**src/source/ex_pkg.sv**
```systemverilog
package ex_pkg;

    localparam int xlen = 32;

    typedef logic [xlen-1:0] word_t;
    typedef logic [4:0]      reg_addr_t;
    typedef logic [6:0]      opcode_t;
    typedef logic [2:0]      funct3_t;
    typedef logic [6:0]      funct7_t;
    typedef logic [3:0]      alu_op_t;
    typedef logic [2:0]      br_cond_t;

    // rv32i major opcodes
    localparam opcode_t op_imm    = 7'b0010011;
    localparam opcode_t op_reg    = 7'b0110011;
    localparam opcode_t op_lui    = 7'b0110111;
    localparam opcode_t op_auipc  = 7'b0010111;
    localparam opcode_t op_branch = 7'b1100011;
    localparam opcode_t op_jal    = 7'b1101111;
    localparam opcode_t op_jalr   = 7'b1100111;

    localparam funct7_t f7_base = 7'b0000000;
    localparam funct7_t f7_alt  = 7'b0100000; // sub, sra, srai

    // funct3 shared by op_imm and op_reg
    localparam funct3_t f3_add  = 3'b000;
    localparam funct3_t f3_sll  = 3'b001;
    localparam funct3_t f3_slt  = 3'b010;
    localparam funct3_t f3_sltu = 3'b011;
    localparam funct3_t f3_xor  = 3'b100;
    localparam funct3_t f3_sr   = 3'b101;
    localparam funct3_t f3_or   = 3'b110;
    localparam funct3_t f3_and  = 3'b111;
    localparam funct3_t f3_jalr = 3'b000;

    localparam alu_op_t alu_add  = 4'd0;
    localparam alu_op_t alu_sub  = 4'd1;
    localparam alu_op_t alu_and  = 4'd2;
    localparam alu_op_t alu_or   = 4'd3;
    localparam alu_op_t alu_xor  = 4'd4;
    localparam alu_op_t alu_sll  = 4'd5;
    localparam alu_op_t alu_srl  = 4'd6;
    localparam alu_op_t alu_sra  = 4'd7;
    localparam alu_op_t alu_slt  = 4'd8;
    localparam alu_op_t alu_sltu = 4'd9;

    // same values as the branch funct3
    localparam br_cond_t br_beq  = 3'b000;
    localparam br_cond_t br_bne  = 3'b001;
    localparam br_cond_t br_blt  = 3'b100;
    localparam br_cond_t br_bge  = 3'b101;
    localparam br_cond_t br_bltu = 3'b110;
    localparam br_cond_t br_bgeu = 3'b111;

    localparam word_t insn_bytes = 32'd4; // link offset

endpackage

```
**src/source/ex_bus_if.sv**
```systemverilog
`timescale 1ns/1ps

interface ex_bus_if;

    // decode to alu
    ex_pkg::word_t     op1;
    ex_pkg::word_t     op2;
    ex_pkg::alu_op_t   alu_op;
    ex_pkg::word_t     tgt_base;
    ex_pkg::word_t     tgt_offset;

    // decode to result
    ex_pkg::reg_addr_t rd_addr;
    logic              wr_en;
    logic              is_branch;
    logic              is_jump;
    ex_pkg::br_cond_t  br_cond;

    // alu to result
    ex_pkg::word_t     alu_result;
    logic              eq;
    logic              lt_s;
    logic              lt_u;
    ex_pkg::word_t     target;

    modport decode_mp (
        output op1, op2, alu_op, tgt_base, tgt_offset,
        output rd_addr, wr_en, is_branch, is_jump, br_cond
    );

    modport alu_mp (
        input  op1, op2, alu_op, tgt_base, tgt_offset,
        output alu_result, eq, lt_s, lt_u, target
    );

    modport result_mp (
        input rd_addr, wr_en, is_branch, is_jump, br_cond,
        input alu_result, eq, lt_s, lt_u, target
    );

endinterface

```
**src/source/ex_alu.sv**
```systemverilog
`timescale 1ns/1ps

module ex_alu (
    ex_bus_if.alu_mp bus
);

    logic [4:0]    shamt;
    ex_pkg::word_t sum;
    ex_pkg::word_t diff;
    ex_pkg::word_t sra_res;

    assign shamt = bus.op2[4:0]; // only low 5 bits shift

    assign sum     = bus.op1 + bus.op2;
    assign diff    = bus.op1 - bus.op2;
    assign sra_res = $signed(bus.op1) >>> shamt;

    // compare flags feed the branch decision too
    assign bus.eq   = (bus.op1 == bus.op2);
    assign bus.lt_s = ($signed(bus.op1) < $signed(bus.op2));
    assign bus.lt_u = (bus.op1 < bus.op2);

    always_comb begin
        case (bus.alu_op)
            ex_pkg::alu_add:  bus.alu_result = sum;
            ex_pkg::alu_sub:  bus.alu_result = diff;
            ex_pkg::alu_and:  bus.alu_result = bus.op1 & bus.op2;
            ex_pkg::alu_or:   bus.alu_result = bus.op1 | bus.op2;
            ex_pkg::alu_xor:  bus.alu_result = bus.op1 ^ bus.op2;
            ex_pkg::alu_sll:  bus.alu_result = bus.op1 << shamt;
            ex_pkg::alu_srl:  bus.alu_result = bus.op1 >> shamt;
            ex_pkg::alu_sra:  bus.alu_result = sra_res;
            ex_pkg::alu_slt:  bus.alu_result = {{(ex_pkg::xlen-1){1'b0}}, bus.lt_s};
            ex_pkg::alu_sltu: bus.alu_result = {{(ex_pkg::xlen-1){1'b0}}, bus.lt_u};
            default:          bus.alu_result = '0;
        endcase
    end

    // jump and branch target
    assign bus.target = bus.tgt_base + bus.tgt_offset;

endmodule

```
**src/source/ex_decode.sv**
```systemverilog
`timescale 1ns/1ps

module ex_decode (
    input  ex_pkg::word_t ins_i,
    input  ex_pkg::word_t ins_addr_i,
    input  ex_pkg::word_t rs1_data_i,
    input  ex_pkg::word_t rs2_data_i,
    ex_bus_if.decode_mp   bus
);

    ex_pkg::opcode_t   opcode;
    ex_pkg::reg_addr_t rd;
    ex_pkg::funct3_t   funct3;
    ex_pkg::funct7_t   funct7;

    ex_pkg::word_t imm_i;
    ex_pkg::word_t imm_u;
    ex_pkg::word_t imm_b;
    ex_pkg::word_t imm_j;

    logic imm_alt; // srai only
    logic reg_alt;

    assign opcode = ins_i[6:0];
    assign rd     = ins_i[11:7];
    assign funct3 = ins_i[14:12];
    assign funct7 = ins_i[31:25];

    assign imm_i = {{21{ins_i[31]}}, ins_i[30:20]};
    assign imm_u = {ins_i[31:12], 12'h000};
    assign imm_b = {{20{ins_i[31]}}, ins_i[7], ins_i[30:25], ins_i[11:8], 1'b0};
    assign imm_j = {{12{ins_i[31]}}, ins_i[19:12], ins_i[20], ins_i[30:21], 1'b0};

    // funct7 of an immediate op is part of the immediate except for shifts
    assign imm_alt = (funct3 == ex_pkg::f3_sr) && (funct7 == ex_pkg::f7_alt);
    assign reg_alt = (funct7 == ex_pkg::f7_alt);

    function automatic ex_pkg::alu_op_t alu_sel(input ex_pkg::funct3_t f3, input logic alt);
        ex_pkg::alu_op_t op;
        case (f3)
            ex_pkg::f3_add:  op = alt ? ex_pkg::alu_sub : ex_pkg::alu_add;
            ex_pkg::f3_sll:  op = ex_pkg::alu_sll;
            ex_pkg::f3_slt:  op = ex_pkg::alu_slt;
            ex_pkg::f3_sltu: op = ex_pkg::alu_sltu;
            ex_pkg::f3_xor:  op = ex_pkg::alu_xor;
            ex_pkg::f3_sr:   op = alt ? ex_pkg::alu_sra : ex_pkg::alu_srl;
            ex_pkg::f3_or:   op = ex_pkg::alu_or;
            default:         op = ex_pkg::alu_and;
        endcase
        return op;
    endfunction

    always_comb begin
        bus.op1        = rs1_data_i;
        bus.op2        = rs2_data_i;
        bus.alu_op     = ex_pkg::alu_add;
        bus.tgt_base   = ins_addr_i;
        bus.tgt_offset = imm_b;
        bus.rd_addr    = rd;
        bus.wr_en      = 1'b0;
        bus.is_branch  = 1'b0;
        bus.is_jump    = 1'b0;
        bus.br_cond    = funct3;

        case (opcode)
            ex_pkg::op_imm: begin
                bus.op2    = imm_i;
                bus.alu_op = alu_sel(funct3, imm_alt);
                case (funct3)
                    ex_pkg::f3_sll: bus.wr_en = (funct7 == ex_pkg::f7_base);
                    ex_pkg::f3_sr:  bus.wr_en = (funct7 == ex_pkg::f7_base) || imm_alt;
                    default:        bus.wr_en = 1'b1;
                endcase
            end
            ex_pkg::op_reg: begin
                bus.alu_op = alu_sel(funct3, reg_alt);
                // mul/div funct7 falls out here too
                bus.wr_en  = (funct7 == ex_pkg::f7_base) ||
                             (reg_alt && (funct3 == ex_pkg::f3_add || funct3 == ex_pkg::f3_sr));
            end
            ex_pkg::op_lui: begin
                bus.op1   = '0;
                bus.op2   = imm_u;
                bus.wr_en = 1'b1;
            end
            ex_pkg::op_auipc: begin
                bus.op1   = ins_addr_i;
                bus.op2   = imm_u;
                bus.wr_en = 1'b1;
            end
            ex_pkg::op_jal: begin
                bus.op1        = ins_addr_i;         // link
                bus.op2        = ex_pkg::insn_bytes;
                bus.tgt_offset = imm_j;
                bus.wr_en      = 1'b1;
                bus.is_jump    = 1'b1;
            end
            ex_pkg::op_jalr: begin
                bus.op1        = ins_addr_i;
                bus.op2        = ex_pkg::insn_bytes;
                bus.tgt_base   = rs1_data_i;         // bit 0 kept as is
                bus.tgt_offset = imm_i;
                bus.wr_en      = (funct3 == ex_pkg::f3_jalr);
                bus.is_jump    = (funct3 == ex_pkg::f3_jalr);
            end
            ex_pkg::op_branch: begin
                bus.alu_op = ex_pkg::alu_sub;
                case (funct3)
                    ex_pkg::br_beq, ex_pkg::br_bne,
                    ex_pkg::br_blt, ex_pkg::br_bge,
                    ex_pkg::br_bltu, ex_pkg::br_bgeu: bus.is_branch = 1'b1;
                    default:                          bus.is_branch = 1'b0;
                endcase
            end
            default: ; // loads, stores, unknown
        endcase
    end

    // a branch never writes and never counts as an unconditional jump
    always_comb begin
        assert (!(bus.is_branch && (bus.wr_en || bus.is_jump)))
            else $error("decode: branch flagged together with write or jump");
    end

endmodule

```
**src/source/ex_result.sv**
```systemverilog
`timescale 1ns/1ps

module ex_result (
    input  logic                clk,
    input  logic                rst,
    ex_bus_if.result_mp         bus,
    output ex_pkg::reg_addr_t   rd_addr_o,
    output ex_pkg::word_t       rd_data_o,
    output logic                rd_wr_en_o,
    output ex_pkg::word_t       jump_addr_o,
    output logic                jump_en_o
);

    logic cond_met;
    logic take;
    logic branch_q; // last registered instruction was a branch

    always_comb begin
        case (bus.br_cond)
            ex_pkg::br_beq:  cond_met = bus.eq;
            ex_pkg::br_bne:  cond_met = !bus.eq;
            ex_pkg::br_blt:  cond_met = bus.lt_s;
            ex_pkg::br_bge:  cond_met = !bus.lt_s;
            ex_pkg::br_bltu: cond_met = bus.lt_u;
            ex_pkg::br_bgeu: cond_met = !bus.lt_u;
            default:         cond_met = 1'b0;
        endcase
    end

    assign take = bus.is_jump || (bus.is_branch && cond_met);

    always_ff @(posedge clk or posedge rst) begin
        if (rst) begin
            rd_wr_en_o  <= 1'b0;
            rd_addr_o   <= '0;
            rd_data_o   <= '0;
            jump_en_o   <= 1'b0;
            jump_addr_o <= '0;
            branch_q    <= 1'b0;
        end else begin
            rd_wr_en_o  <= bus.wr_en;
            rd_addr_o   <= bus.wr_en ? bus.rd_addr : '0;
            rd_data_o   <= bus.wr_en ? bus.alu_result : '0; // zero when no write
            jump_en_o   <= take;
            jump_addr_o <= take ? bus.target : '0;
            branch_q    <= bus.is_branch;
        end
    end

    // nothing leaks out on the first edge after reset
    assert property (@(posedge clk) $fell(rst) |-> !rd_wr_en_o && !jump_en_o)
        else $error("result: write or jump right after reset");

    // pc relative targets stay halfword aligned for an aligned pc
    assert property (@(posedge clk) disable iff (rst)
        jump_en_o && branch_q |-> !jump_addr_o[0])
        else $error("result: odd branch target %h", jump_addr_o);

endmodule

```
**src/source/ex_stage.sv**
```systemverilog
`timescale 1ns/1ps

module ex_stage (
    input  logic              clk,
    input  logic              rst,
    input  ex_pkg::word_t     ins_i,
    input  ex_pkg::word_t     ins_addr_i,
    input  ex_pkg::word_t     rs1_data_i,
    input  ex_pkg::word_t     rs2_data_i,
    output ex_pkg::reg_addr_t rd_addr_o,
    output ex_pkg::word_t     rd_data_o,
    output logic              rd_wr_en_o,
    output ex_pkg::word_t     jump_addr_o,
    output logic              jump_en_o
);

    ex_bus_if ex_bus ();

    ex_decode decode_inst (
        .ins_i      (ins_i),
        .ins_addr_i (ins_addr_i),
        .rs1_data_i (rs1_data_i),
        .rs2_data_i (rs2_data_i),
        .bus        (ex_bus)
    );

    ex_alu alu_inst (
        .bus (ex_bus)
    );

    // only registered stage
    ex_result result_inst (
        .clk         (clk),
        .rst         (rst),
        .bus         (ex_bus),
        .rd_addr_o   (rd_addr_o),
        .rd_data_o   (rd_data_o),
        .rd_wr_en_o  (rd_wr_en_o),
        .jump_addr_o (jump_addr_o),
        .jump_en_o   (jump_en_o)
    );

endmodule
```
**config.mk**
```make
export PLATFORM = sky130hd
export DESIGN_NAME = ex_stage
export DESIGN_NICKNAME = d
export VERILOG_FILES = /design/src/source/ex_pkg.sv /design/src/source/ex_bus_if.sv /design/src/source/ex_alu.sv /design/src/source/ex_decode.sv /design/src/source/ex_result.sv /design/src/source/ex_stage.sv
export SDC_FILE = /design/constraint.sdc
export NUM_CORES = 1
export LEC_CHECK = 0
export ABC_CLOCK_PERIOD_IN_PS = 4100
export BUFFER_PORTS_ARGS = -buffer_cell sky130_fd_sc_hd__buf_2
export CELL_PAD_IN_SITES_DETAIL_PLACEMENT = 1
export CELL_PAD_IN_SITES_GLOBAL_PLACEMENT = 2
export CORE_MARGIN = 2
export CORE_UTILIZATION = 37
export DETAILED_ROUTE_END_ITERATION = 10
export HOLD_SLACK_MARGIN = 0.05
export PLACE_DENSITY_LB_ADDON = 0.1
export SYNTH_ARGS = -nofsm -noshare
export SYNTH_HDL_FRONTEND = slang
export SYNTH_SLANG_ARGS = --single-unit
```
**constraint.sdc**
```tcl
create_clock -name clk -period 4.1 [get_ports clk]
set_input_delay 0.82 -clock clk [delete_from_list [all_inputs] [get_ports clk]]
set_output_delay 0.82 -clock clk [all_outputs]
set_load 0.05 [all_outputs]
```
==> Implementation_results.wiki, run 1 <==
{| class="wikitable"
! Metric !! Value
|-
| Flip-flop and latch count after synthesis || 71
|-
| Synth Cell Area || 0.01455 sq mm
|-
| Standard cell area after detailed placement || 0.02132 sq mm
|-
| Pin count of the biggest net entering global routing || 63
|-
| Cell at the root of the clock tree || sky130_fd_sc_hd__clkbuf_16
|-
| Initial core utilization || 37.57%
|-
| Synthesized-area fraction occupied by adder cells || 11.67%
|-
| Mean instance size in the synthesized netlist || 7.180 sq um
|-
| Main combinational cell family by area after synthesis || compound AO/OA/AOI/OAI gates
|-
| Number of nets produced by synthesis || 2291
|-
| Number of unique standard cell types used by synthesis || 105
|-
| Most frequently used flop master after synthesis || sky130_fd_sc_hd__dfrtp_1
|-
| Cell count after synthesis || 2027
|-
| Gr usage total || 70.96%
|-
| Mux contribution to synthesized area || 10.75%
|-
| Number of core rows || 72
|-
| Hold-fix buffers at CTS || 0
|-
| Step where the flow halted || 5_1_grt
|-
| Compound-Gate Fraction of Synth Area || 34.86%
|-
| Synthesized-area fraction occupied by and/or/nand/nor cells || 20.16%
|-
| Maximum buffer depth of the clock tree || 2
|-
| CTS H-tree depth || 3
|-
| Result of the run || aborted with a tool error
|-
| Area share of the largest cell type after synthesis || 12.21%
|-
| Last worst endpoint in the global-route repair_timing || result_inst.jump_addr_o[14]$_DFF_PP0_/D
|-
| Share of the synthesized netlist area taken by xor and xnor gates || 2.828%
|-
| Count of synthesis-stage warnings from yosys || 0
|-
| Final estimated routing congestion in global placement || 1.144
|-
| Clock Sink Count || 71
|-
| Post-DP HPWL || 80170 um
|-
| Port bufs || 200
|-
| Top cells by area in the synthesized netlist || sky130_fd_sc_hd__dfrtp_1 (12%), sky130_fd_sc_hd__ha_1 (11%), sky130_fd_sc_hd__mux2i_1 (6.9%), sky130_fd_sc_hd__a21oi_1 (6.1%), sky130_fd_sc_hd__nand2_1 (5.6%)
|-
| Number of top-level pins || 201
|-
| Number of buffers inserted during clock tree synthesis || 9
|-
| Count of flip-flops with a built-in enable after synthesis || 0
|-
| Category of the worst endpoint || sequential cell input
|-
| Grt total ovfl || 13
|-
| Stop err || [ERROR GRT-0232] Routing congestion too high. Check the congestion heatmap in the GUI.
|-
| Sequential area share after synthesis || 12.21%
|-
| Fraction of registers with async set or reset after synthesis || 100.0%
|-
| Die extent in x || 202.3 um
|-
| Die height || 202.3 um
|-
| Post-synth top area cell || sky130_fd_sc_hd__dfrtp_1
|-
| Top post-synthesis cells by count || sky130_fd_sc_hd__nand2_1 (216), sky130_fd_sc_hd__a21oi_1 (177), sky130_fd_sc_hd__nor2_1 (166), sky130_fd_sc_hd__o21ai_0 (138), sky130_fd_sc_hd__ha_1 (131)
|-
| Most used standard cell by instance count after synthesis || sky130_fd_sc_hd__nand2_1
|}
## routing by layer
metal / track usage, % / overflow
met5: 16.43 / 0
met4: 74.24 / 4
met3: 50.74 / 0
met2: 90.26 / 9
met1: 71.03 / 0
## kinds of logic after synthesis
logic type / after synthesis
XOR/XNOR: 47
buffers and inverters: 254
AND/OR/NAND/NOR: 629
multiplexers: 143
AO/OA/AOI/OAI: 749
flip-flops: 71
adder cells (fa/ha/maj): 134
## per-stage QoR
| stage | util [%] | worst slack [ns] | setup TNS [ns] | hold slack, ns | cells |
|---|---|---|---|---|---|
| after floorplan | - | -0.6492 | -24.56 | 0.9486 | 2027 |
| after global placement | 55.03 | -0.9015 | -47.91 | 0.7173 | 3307 |
| after detailed placement | 55.03 | -1.001 | -54.27 | 0.7307 | 3307 |
| after CTS | 61.81 | -0.2800 | -9.425 | 0.3114 | 3406 |
## what timing repair did
action                                 CTS
pin swaps                              118
gates cloned                             9
setup buffers                           80
setup endpoints to repair               60
resized for setup                      350
endpoints found under the hold margin    0
==> run 2, diff against run 1 <==
--- a/config.mk
+++ b/config.mk
@@ -7,13 +7,10 @@
 export LEC_CHECK = 0
 export ABC_CLOCK_PERIOD_IN_PS = 4100
 export BUFFER_PORTS_ARGS = -buffer_cell sky130_fd_sc_hd__buf_2
-export CELL_PAD_IN_SITES_DETAIL_PLACEMENT = 1
-export CELL_PAD_IN_SITES_GLOBAL_PLACEMENT = 2
 export CORE_MARGIN = 2
-export CORE_UTILIZATION = 37
+export CORE_UTILIZATION = 40
 export DETAILED_ROUTE_END_ITERATION = 10
-export HOLD_SLACK_MARGIN = 0.05
-export PLACE_DENSITY_LB_ADDON = 0.1
+export PLACE_DENSITY_LB_ADDON = 0.15
 export SYNTH_ARGS = -nofsm -noshare
 export SYNTH_HDL_FRONTEND = slang
 export SYNTH_SLANG_ARGS = --single-unit
==> run 2 against run 1 <==
The flow now finishes, with violations (setup timing). Synthesized cell count unchanged. Area after synthesis did not move.
==> Implementation_results.wiki, run 2 <==
{| class="wikitable"
! Metric !! Value
|-
| Result of the run || complete, but fails checks
|-
| Failing checks || setup timing
|-
| Most frequently used flop master after synthesis || sky130_fd_sc_hd__dfrtp_1
|-
| Flip-flop and latch count after synthesis || 71
|-
| Area of the placeable core || 0.03574 sq mm
|-
| Minimum period implied by the final worst setup slack || 4.742 ns
|-
| Fraction of registers with async set or reset after synthesis || 100.0%
|-
| Clock Sink Count || 71
|-
| Most used standard cell by instance count after synthesis || sky130_fd_sc_hd__nand2_1
|-
| Sequential area share after synthesis || 12.21%
|-
| Tcrit/Tclk final || 115.7%
|-
| Kind of start point of the critical path || input port
|-
| Number of buffers inserted during clock tree synthesis || 9
|-
| Area share of the largest cell type after synthesis || 12.21%
|-
| Hold-fix buffers at CTS || 0
|-
| Pin count of the biggest net entering global routing || 63
|-
| Most common cell after layout, fill and taps aside || sky130_fd_sc_hd__buf_4
|-
| P per Cell Area || 219.4 mW/mm^2
|-
| Top cells by area in the synthesized netlist || sky130_fd_sc_hd__dfrtp_1 (12%), sky130_fd_sc_hd__ha_1 (11%), sky130_fd_sc_hd__mux2i_1 (6.9%), sky130_fd_sc_hd__a21oi_1 (6.1%), sky130_fd_sc_hd__nand2_1 (5.6%)
|-
| Area added between synthesis and finish || 59.42%
|-
| Number of non-filler instances in the completed layout || 3288
|-
| TritonCTS clock tree || yes
|-
| Vias in the first global route || 20520
|-
| Type of the worst setup path || in2reg
|-
| Maximum clock rate || 210.9 MHz
|-
| Detailed-routing iteration count for the pre-antenna-repair pass || 7
|-
| Fin. Hold Viols || 0
|-
| Final nets || 3083
|-
| Number of instances in the placed design || 3222
|-
| Setup violations, final || 60
|-
| Number of filler cells placed in the layout || 3178
|-
| Post-DP HPWL || 74110 um
|-
| Share of final-layout standard cells stronger than drive strength 1 || 44.76%
|-
| Highest ir drop seen on vdd || 0.0002499 V
|-
| Max Cap Violations || 0
|-
| Post-synth top area cell || sky130_fd_sc_hd__dfrtp_1
|-
| Die height || 194.8 um
|-
| Post-layout worst setup margin || -0.6422 ns
|-
| Placement-stage worst setup slack || -1.027 ns
|-
| Number of top-level pins || 201
|-
| Cell at the root of the clock tree || sky130_fd_sc_hd__clkbuf_16
|-
| DRC marker count from the first detailed-route iteration || 2591
|-
| Initial core utilization || 40.72%
|-
| Endpoint required time on the critical path || 4.38 ns
|-
| Routed via count || 21160
|-
| ANT nets after route || 0
|-
| Maximum fanout along the worst path || 6
|-
| CTS H-tree depth || 3
|-
| Mean instance size in the synthesized netlist || 7.180 sq um
|-
| Number of core rows || 69
|-
| Synth Cell Area || 0.01455 sq mm
|-
| Number of unique standard cell types used by synthesis || 105
|-
| Port bufs || 200
|-
| Number of nets produced by synthesis || 2291
|-
| Detailed Route WL || 93660 um
|-
| DR vias/cell || 6.435
|-
| Gr usage total || 48.11%
|-
| Clk pin slew, worst setup/hold paths || 0.09 ns
|-
| Final estimated routing congestion in global placement || 1.082
|-
| Grt total ovfl || 0
|-
| Cell count after synthesis || 2027
|-
| Top library cells by usage in the layout, fill and taps aside || sky130_fd_sc_hd__buf_4 (671), sky130_fd_sc_hd__nand2_1 (198), sky130_fd_sc_hd__buf_2 (197)
|-
| Worst slew margin relative to its limit || 30.70%
|-
| Hold WC Path Type || in2async
|-
| CP arrival || 5.02 ns
|-
| Count of final max-slew check failures || 0
|-
| Top post-synthesis cells by count || sky130_fd_sc_hd__nand2_1 (216), sky130_fd_sc_hd__a21oi_1 (177), sky130_fd_sc_hd__nor2_1 (166), sky130_fd_sc_hd__o21ai_0 (138), sky130_fd_sc_hd__ha_1 (131)
|-
| Static leakage || 11.15 nW
|-
| Nature of the critical path endpoint || register
|-
| Die extent in x || 194.8 um
|-
| Antenna violations before repair || 3
|-
| Die footprint || 0.03793 sq mm
|-
| Setup repair after global routing missed its margin || yes
|-
| Maximum buffer depth of the clock tree || 2
|-
| Routed length per placed instance || 28.48 um
|-
| Count of flip-flops with a built-in enable after synthesis || 0
|-
| Count of synthesis-stage warnings from yosys || 0
|-
| Global-route wire length before repair || 134200 um
|-
| Actual slew at the worst max-slew pin || 1.040 ns
|-
| Number of design rule violations left after detail routing || 0
|-
| Top flop regs || result_inst.jump_addr_o x32, result_inst.rd_data_o x32, result_inst.rd_addr_o x5
|}
-- run 2: cell counts after synthesis --
Identical to the previous run, type by type.
-- run 2: logic make-up after synthesis --
logic type               Yosys count  share of synthesized area, %
adder cells (fa/ha/maj)          134                         11.67
multiplexers                     143                         10.75
AND/OR/NAND/NOR                  629                         20.16
flip-flops                        71                         12.21
XOR/XNOR                          47                         2.828
buffers and inverters            254                         7.522
AO/OA/AOI/OAI                    749                         34.86
-- run 2: final timing paths --
kind,cells past startpoint,from,slack [ns],to
setup / recovery,20,ins_i[3],-0.64,result_inst.jump_addr_o[9]$_DFF_PP0_
hold / removal,2,rst,0.61,result_inst.rd_data_o[25]$_DFF_PP0_
max in group asynchronous,3,rst,2.56,result_inst.rd_wr_en_o$_DFF_PP0_
min in group clk,2,ins_i[9],0.65,result_inst.rd_addr_o[2]$_DFF_PP0_
-- run 2: timing repair --
| action | 4_1_cts | 5_1_grt |
|---|---|---|
| setup buffers | 45 | 6 |
| endpoints found under the setup margin | 65 | 62 |
| pin swaps | 100 | 52 |
| hold endpoints to repair | 0 | 0 |
| gates cloned | 6 | 0 |
| resized for setup | 244 | 65 |
-- run 2: report_power, final --
| group | switching (mW) | leakage (nW) | total (mW) | internal (mW) |
|---|---|---|---|---|
| Combinational | 1.97 | 10.0 | 3.52 | 1.55 |
| Clock | 0.444 | 0.133 | 0.861 | 0.417 |
| Sequential | 0.00243 | 0.989 | 0.711 | 0.708 |
-- run 2: cell type report --
type	count	area [sq um]	area share [%]
clock inverter	7	55.05	0.2373
inverter	109	412.9	1.780
timing repair buffer	926	6959	29.99
tap	461	576.8	2.486
clock buffer	9	225.2	0.9707
antenna	3	7.507	0.03236
sequential	71	1777	7.657
multi-input combinational	1702	13190	56.84
-- run 2: layer usage --
layer / up-vias / global-route usage (%) / wire length [um]
met3: 422 / 11.90 / 11160
met2: 1626 / 72.76 / 38560
met1: 10000 / 58.61 / 34630
li1: 9105 / - / -
met4: 2 / 37.35 / 9294
met5: - / 0 / 13
-- run 2: critical path, cell delays in order --
cell and delay [ns]:
sky130_fd_sc_hd__buf_8 0.10, sky130_fd_sc_hd__or3b_4 0.42, sky130_fd_sc_hd__nor4_4 0.32, sky130_fd_sc_hd__or2_4 0.23
sky130_fd_sc_hd__a22o_4 0.16, sky130_fd_sc_hd__inv_2 0.05, sky130_fd_sc_hd__ha_4 0.16, sky130_fd_sc_hd__fa_2 0.39
sky130_fd_sc_hd__nor2b_4 0.15, sky130_fd_sc_hd__nor3_4 0.05, sky130_fd_sc_hd__o21ai_2 0.18, sky130_fd_sc_hd__a311o_1 0.31
sky130_fd_sc_hd__a21oi_2 0.10, sky130_fd_sc_hd__a211o_1 0.37, sky130_fd_sc_hd__a211o_1 0.32, sky130_fd_sc_hd__and4b_1 0.23
sky130_fd_sc_hd__nor3_4 0.15, sky130_fd_sc_hd__buf_12 0.16, sky130_fd_sc_hd__bufbuf_16 0.28, sky130_fd_sc_hd__a21oi_2 0.05
-- run 2: through the flow --
stage	hold WS (ns)	utilization [%]	power, mW	TNS [ns]	area (sq um)
3_5_place_dp	1.050	58.99	3.797	-53.76	21080
6_report	0.6053	64.92	5.090	-26.07	23200
2_1_floorplan	0.9486	-	2.261	-24.56	15140
5_1_grt	0.6591	64.90	5.244	-31.84	23190
4_1_cts	0.6395	64.09	4.883	-13.14	22910
3_3_place_gp	1.056	58.99	3.772	-50.69	21080
No activity file was read; power rests on OpenSTA's default activity.
==> run 3, diff against run 2 <==
--- a/config.mk
+++ b/config.mk
@@ -5,7 +5,7 @@
 export SDC_FILE = /design/constraint.sdc
 export NUM_CORES = 1
 export LEC_CHECK = 0
-export ABC_CLOCK_PERIOD_IN_PS = 4100
+export ABC_CLOCK_PERIOD_IN_PS = 3900
 export BUFFER_PORTS_ARGS = -buffer_cell sky130_fd_sc_hd__buf_2
 export CORE_MARGIN = 2
 export CORE_UTILIZATION = 40
==> constraint.sdc (replaced) <==
create_clock -name clk -period 3.9 [get_ports clk]
set_input_delay 0.78 -clock clk [delete_from_list [all_inputs] [get_ports clk]]
set_output_delay 0.78 -clock clk [all_outputs]
set_load 0.05 [all_outputs]
==> run 3 against run 2 <==
The run still ends with setup timing left. Global-route usage down 1.8 points. Via count fell by 0.89%. Critical path type unchanged. Highest routed layer unchanged. Clock power is 16% higher.
==> Implementation_results.wiki, run 3 (synthesis results as in run 2) <==
{| class="wikitable"
! Metric !! Value
|-
| Share of the core filled with cells || 66.55%
|-
| Nature of the critical path endpoint || register
|-
| Type of the worst setup path || in2reg
|-
| Cell class contributing the biggest share of worst-path delay || buffers and inverters
|-
| Placement-stage worst setup slack || -1.229 ns
|-
| Number of buffers inserted during clock tree synthesis || 9
|-
| Cell at the root of the clock tree || sky130_fd_sc_hd__clkbuf_16
|-
| Fin. Hold Viols || 0
|-
| Post-layout worst setup margin || -0.6912 ns
|-
| Grt total ovfl || 0
|-
| Maximum fanout along the worst path || 8
|-
| Highest ir drop seen on vdd || 0.0002535 V
|-
| Actual slew at the worst max-slew pin || 1.231 ns
|-
| Area of all sequential standard cells || 0.001777 sq mm
|-
| CP peak stage delay || 0.37 ns
|-
| P_sw || 2.511 mW
|-
| Share of power burned in the clock network || 18.2%
|-
| Critical-path cell with the highest stage delay || sky130_fd_sc_hd__or3_1
|-
| Detailed Route WL || 92930 um
|-
| Antenna violations before repair || 3
|-
| Top library cells by usage in the layout, fill and taps aside || sky130_fd_sc_hd__buf_4 (688), sky130_fd_sc_hd__nand2_1 (199), sky130_fd_sc_hd__buf_2 (196)
|-
| Setup violations, final || 61
|-
| Kind of start point of the critical path || input port
|-
| Internal power component || 3.005 mW
|-
| Top flop regs || result_inst.jump_addr_o x32, result_inst.rd_data_o x32, result_inst.rd_addr_o x5
|-
| Clk pin slew, worst setup/hold paths || 0.08 ns
|-
| Die footprint || 0.03793 sq mm
|-
| TritonCTS clock tree || yes
|-
| Result of the run || complete, but fails checks
|-
| Final nets || 3119
|-
| Setup repair after global routing missed its margin || yes
|-
| Initial core utilization || 40.72%
|-
| Pin count of the biggest net entering global routing || 63
|-
| Cell seen most often among critical-path stages || sky130_fd_sc_hd__buf_6
|-
| CP arrival || 4.86 ns
|-
| Switching share of total power || 45.52%
|-
| Maximum clock rate || 217.8 MHz
|-
| Port bufs || 200
|-
| Area of the placeable core || 0.03574 sq mm
|-
| Most common cell after layout, fill and taps aside || sky130_fd_sc_hd__buf_4
|-
| Share of total power in sequential cells || 13.5%
|-
| Clock Sink Count || 71
|-
| Area added between synthesis and finish || 63.45%
|-
| Multi-input logic area || 0.01336 sq mm
|-
| Failing checks || setup timing
|-
| CTS H-tree depth || 3
|-
| Combinational share of power || 68.3%
|-
| Minimum period implied by the final worst setup slack || 4.591 ns
|-
| Routed via count || 20970
|-
| Global-route wire length before repair || 130400 um
|-
| Share of final-layout standard cells stronger than drive strength 1 || 46.15%
|-
| Detailed-routing iteration count for the pre-antenna-repair pass || 6
|-
| Gr usage total || 46.29%
|-
| Number of design rule violations left after detail routing || 0
|-
| ANT nets after route || 0
|-
| CP Cell Sequence || buf_8 > nor3b_4 > buf_6 > buf_6 > o211ai_4 > buf_12 > buf_12 > nand2_1 > nand2_1 > buf_4 > ha_1 > nor2b_4 > buf_4 > or3_1 > a21oi_2 > inv_1 > a211o_1 > a211o_1 > and4b_1 > nor3_4 > buf_6 > clkbuf_16 > a21oi_2
|-
| Maximum buffer depth of the clock tree || 2
|-
| Max Cap Violations || 0
|-
| Endpoint required time on the critical path || 4.17 ns
|-
| Worst slew margin relative to its limit || 16.91%
|-
| Number of top-level pins || 201
|-
| Final estimated routing congestion in global placement || 1.137
|-
| DR vias/cell || 6.312
|-
| P per Cell Area || 231.9 mW/mm^2
|-
| Die extent in x || 194.8 um
|-
| DRC marker count from the first detailed-route iteration || 2333
|-
| Die height || 194.8 um
|-
| Routed length per placed instance || 27.97 um
|-
| Tightest hold margin || 0.5361 ns
|-
| Number of filler cells placed in the layout || 3101
|-
| Tcrit/Tclk final || 117.7%
|-
| Buf/Inv on CP || 10
|-
| Hold WC Path Type || in2async
|-
| Count of final max-slew check failures || 0
|-
| Post-DP HPWL || 73390 um
|-
| Static leakage || 11.41 nW
|-
| Number of core rows || 69
|-
| Vias in the first global route || 20190
|}
run 3: changes by cell type in the layout (fill, tap and decap cells not counted), moves of 4 or more:
cell | before | now
sky130_fd_sc_hd__o21ai_1 | 43 | 39
sky130_fd_sc_hd__o21a_4 | 7 | 1
sky130_fd_sc_hd__clkbuf_16 | 9 | 13
sky130_fd_sc_hd__buf_6 | 30 | 48
sky130_fd_sc_hd__a21oi_2 | 42 | 46
sky130_fd_sc_hd__buf_4 | 671 | 688
sky130_fd_sc_hd__a31oi_4 | 3 | 7
sky130_fd_sc_hd__a31oi_1 | 24 | 19
sky130_fd_sc_hd__ha_4 | 23 | 18
sky130_fd_sc_hd__buf_12 | 20 | 16
sky130_fd_sc_hd__ha_1 | 101 | 106
sky130_fd_sc_hd__o21a_2 | 3 | 7
run 3: path summary, 6_finish.rpt:
check                      startpoint                                     to  slack (ns)  cells after the start
min in group clk            ins_i[11]     result_inst.rd_addr_o[4]$_DFF_PP0_        0.62                      2
max in group asynchronous         rst   result_inst.jump_addr_o[6]$_DFF_PP0_        2.45                      3
max                          ins_i[3]  result_inst.jump_addr_o[23]$_DFF_PP0_       -0.69                     23
min                               rst  result_inst.jump_addr_o[30]$_DFF_PP0_        0.54                      2
run 3: power groups by stage:
| stage | clock [mW] | sequential (mW) | combinational, mW |
|---|---|---|---|
| 5_1_grt | 1.03 | 0.748 | 3.91 |
| 4_1_cts | 1.01 | 0.747 | 3.39 |
| 2_1_floorplan | 0 | 0.793 | 1.59 |
| 3_5_place_dp | 0 | 0.761 | 3.18 |
| 6_report | 1.00 | 0.747 | 3.77 |
| 3_3_place_gp | 0 | 0.761 | 3.15 |
run 3: cell type report:
class                   instances  area share, %
repair buffers                962          30.81
multi-input cells            1702          56.18
inverters                     109          1.746
diodes                          1        0.01052
clock buffers                  10         0.9626
clock inverters                 6         0.3945
well taps                     461          2.425
flip-flops and latches         71          7.469
run 3: what timing repair did:
item,CTS,global route
endpoints found under the setup margin,65,64
pin swaps,107,134
cloned,4,7
gates resized for setup,160,194
buffers inserted,36,43
hold buffers,0,0
run 3: layer usage:
metal	wire length (um)	share of wire (%)	vias to the layer above	GRT usage, %
li1	-	-	9205	-
met1	34790	37	9925	56.67
met2	39110	42	1462	70.60
met3	10110	11	374	10.31
met4	8895	9.6	4	35.76
met5	25	0.027	-	0
run 3: metrics by stage:
stage | TNS, ns | power [mW] | instance area (sq um) | std cells
after floorplan | -33.07 | 2.386 | 15180 | 2027
after global placement | -58.21 | 3.907 | 21040 | 3221
after detailed placement | -65.65 | 3.942 | 21040 | 3221
after CTS | -31.13 | 5.142 | 22460 | 3273
after global routing | -39.62 | 5.697 | 23790 | 3322
final | -34.53 | 5.516 | 23790 | 3322
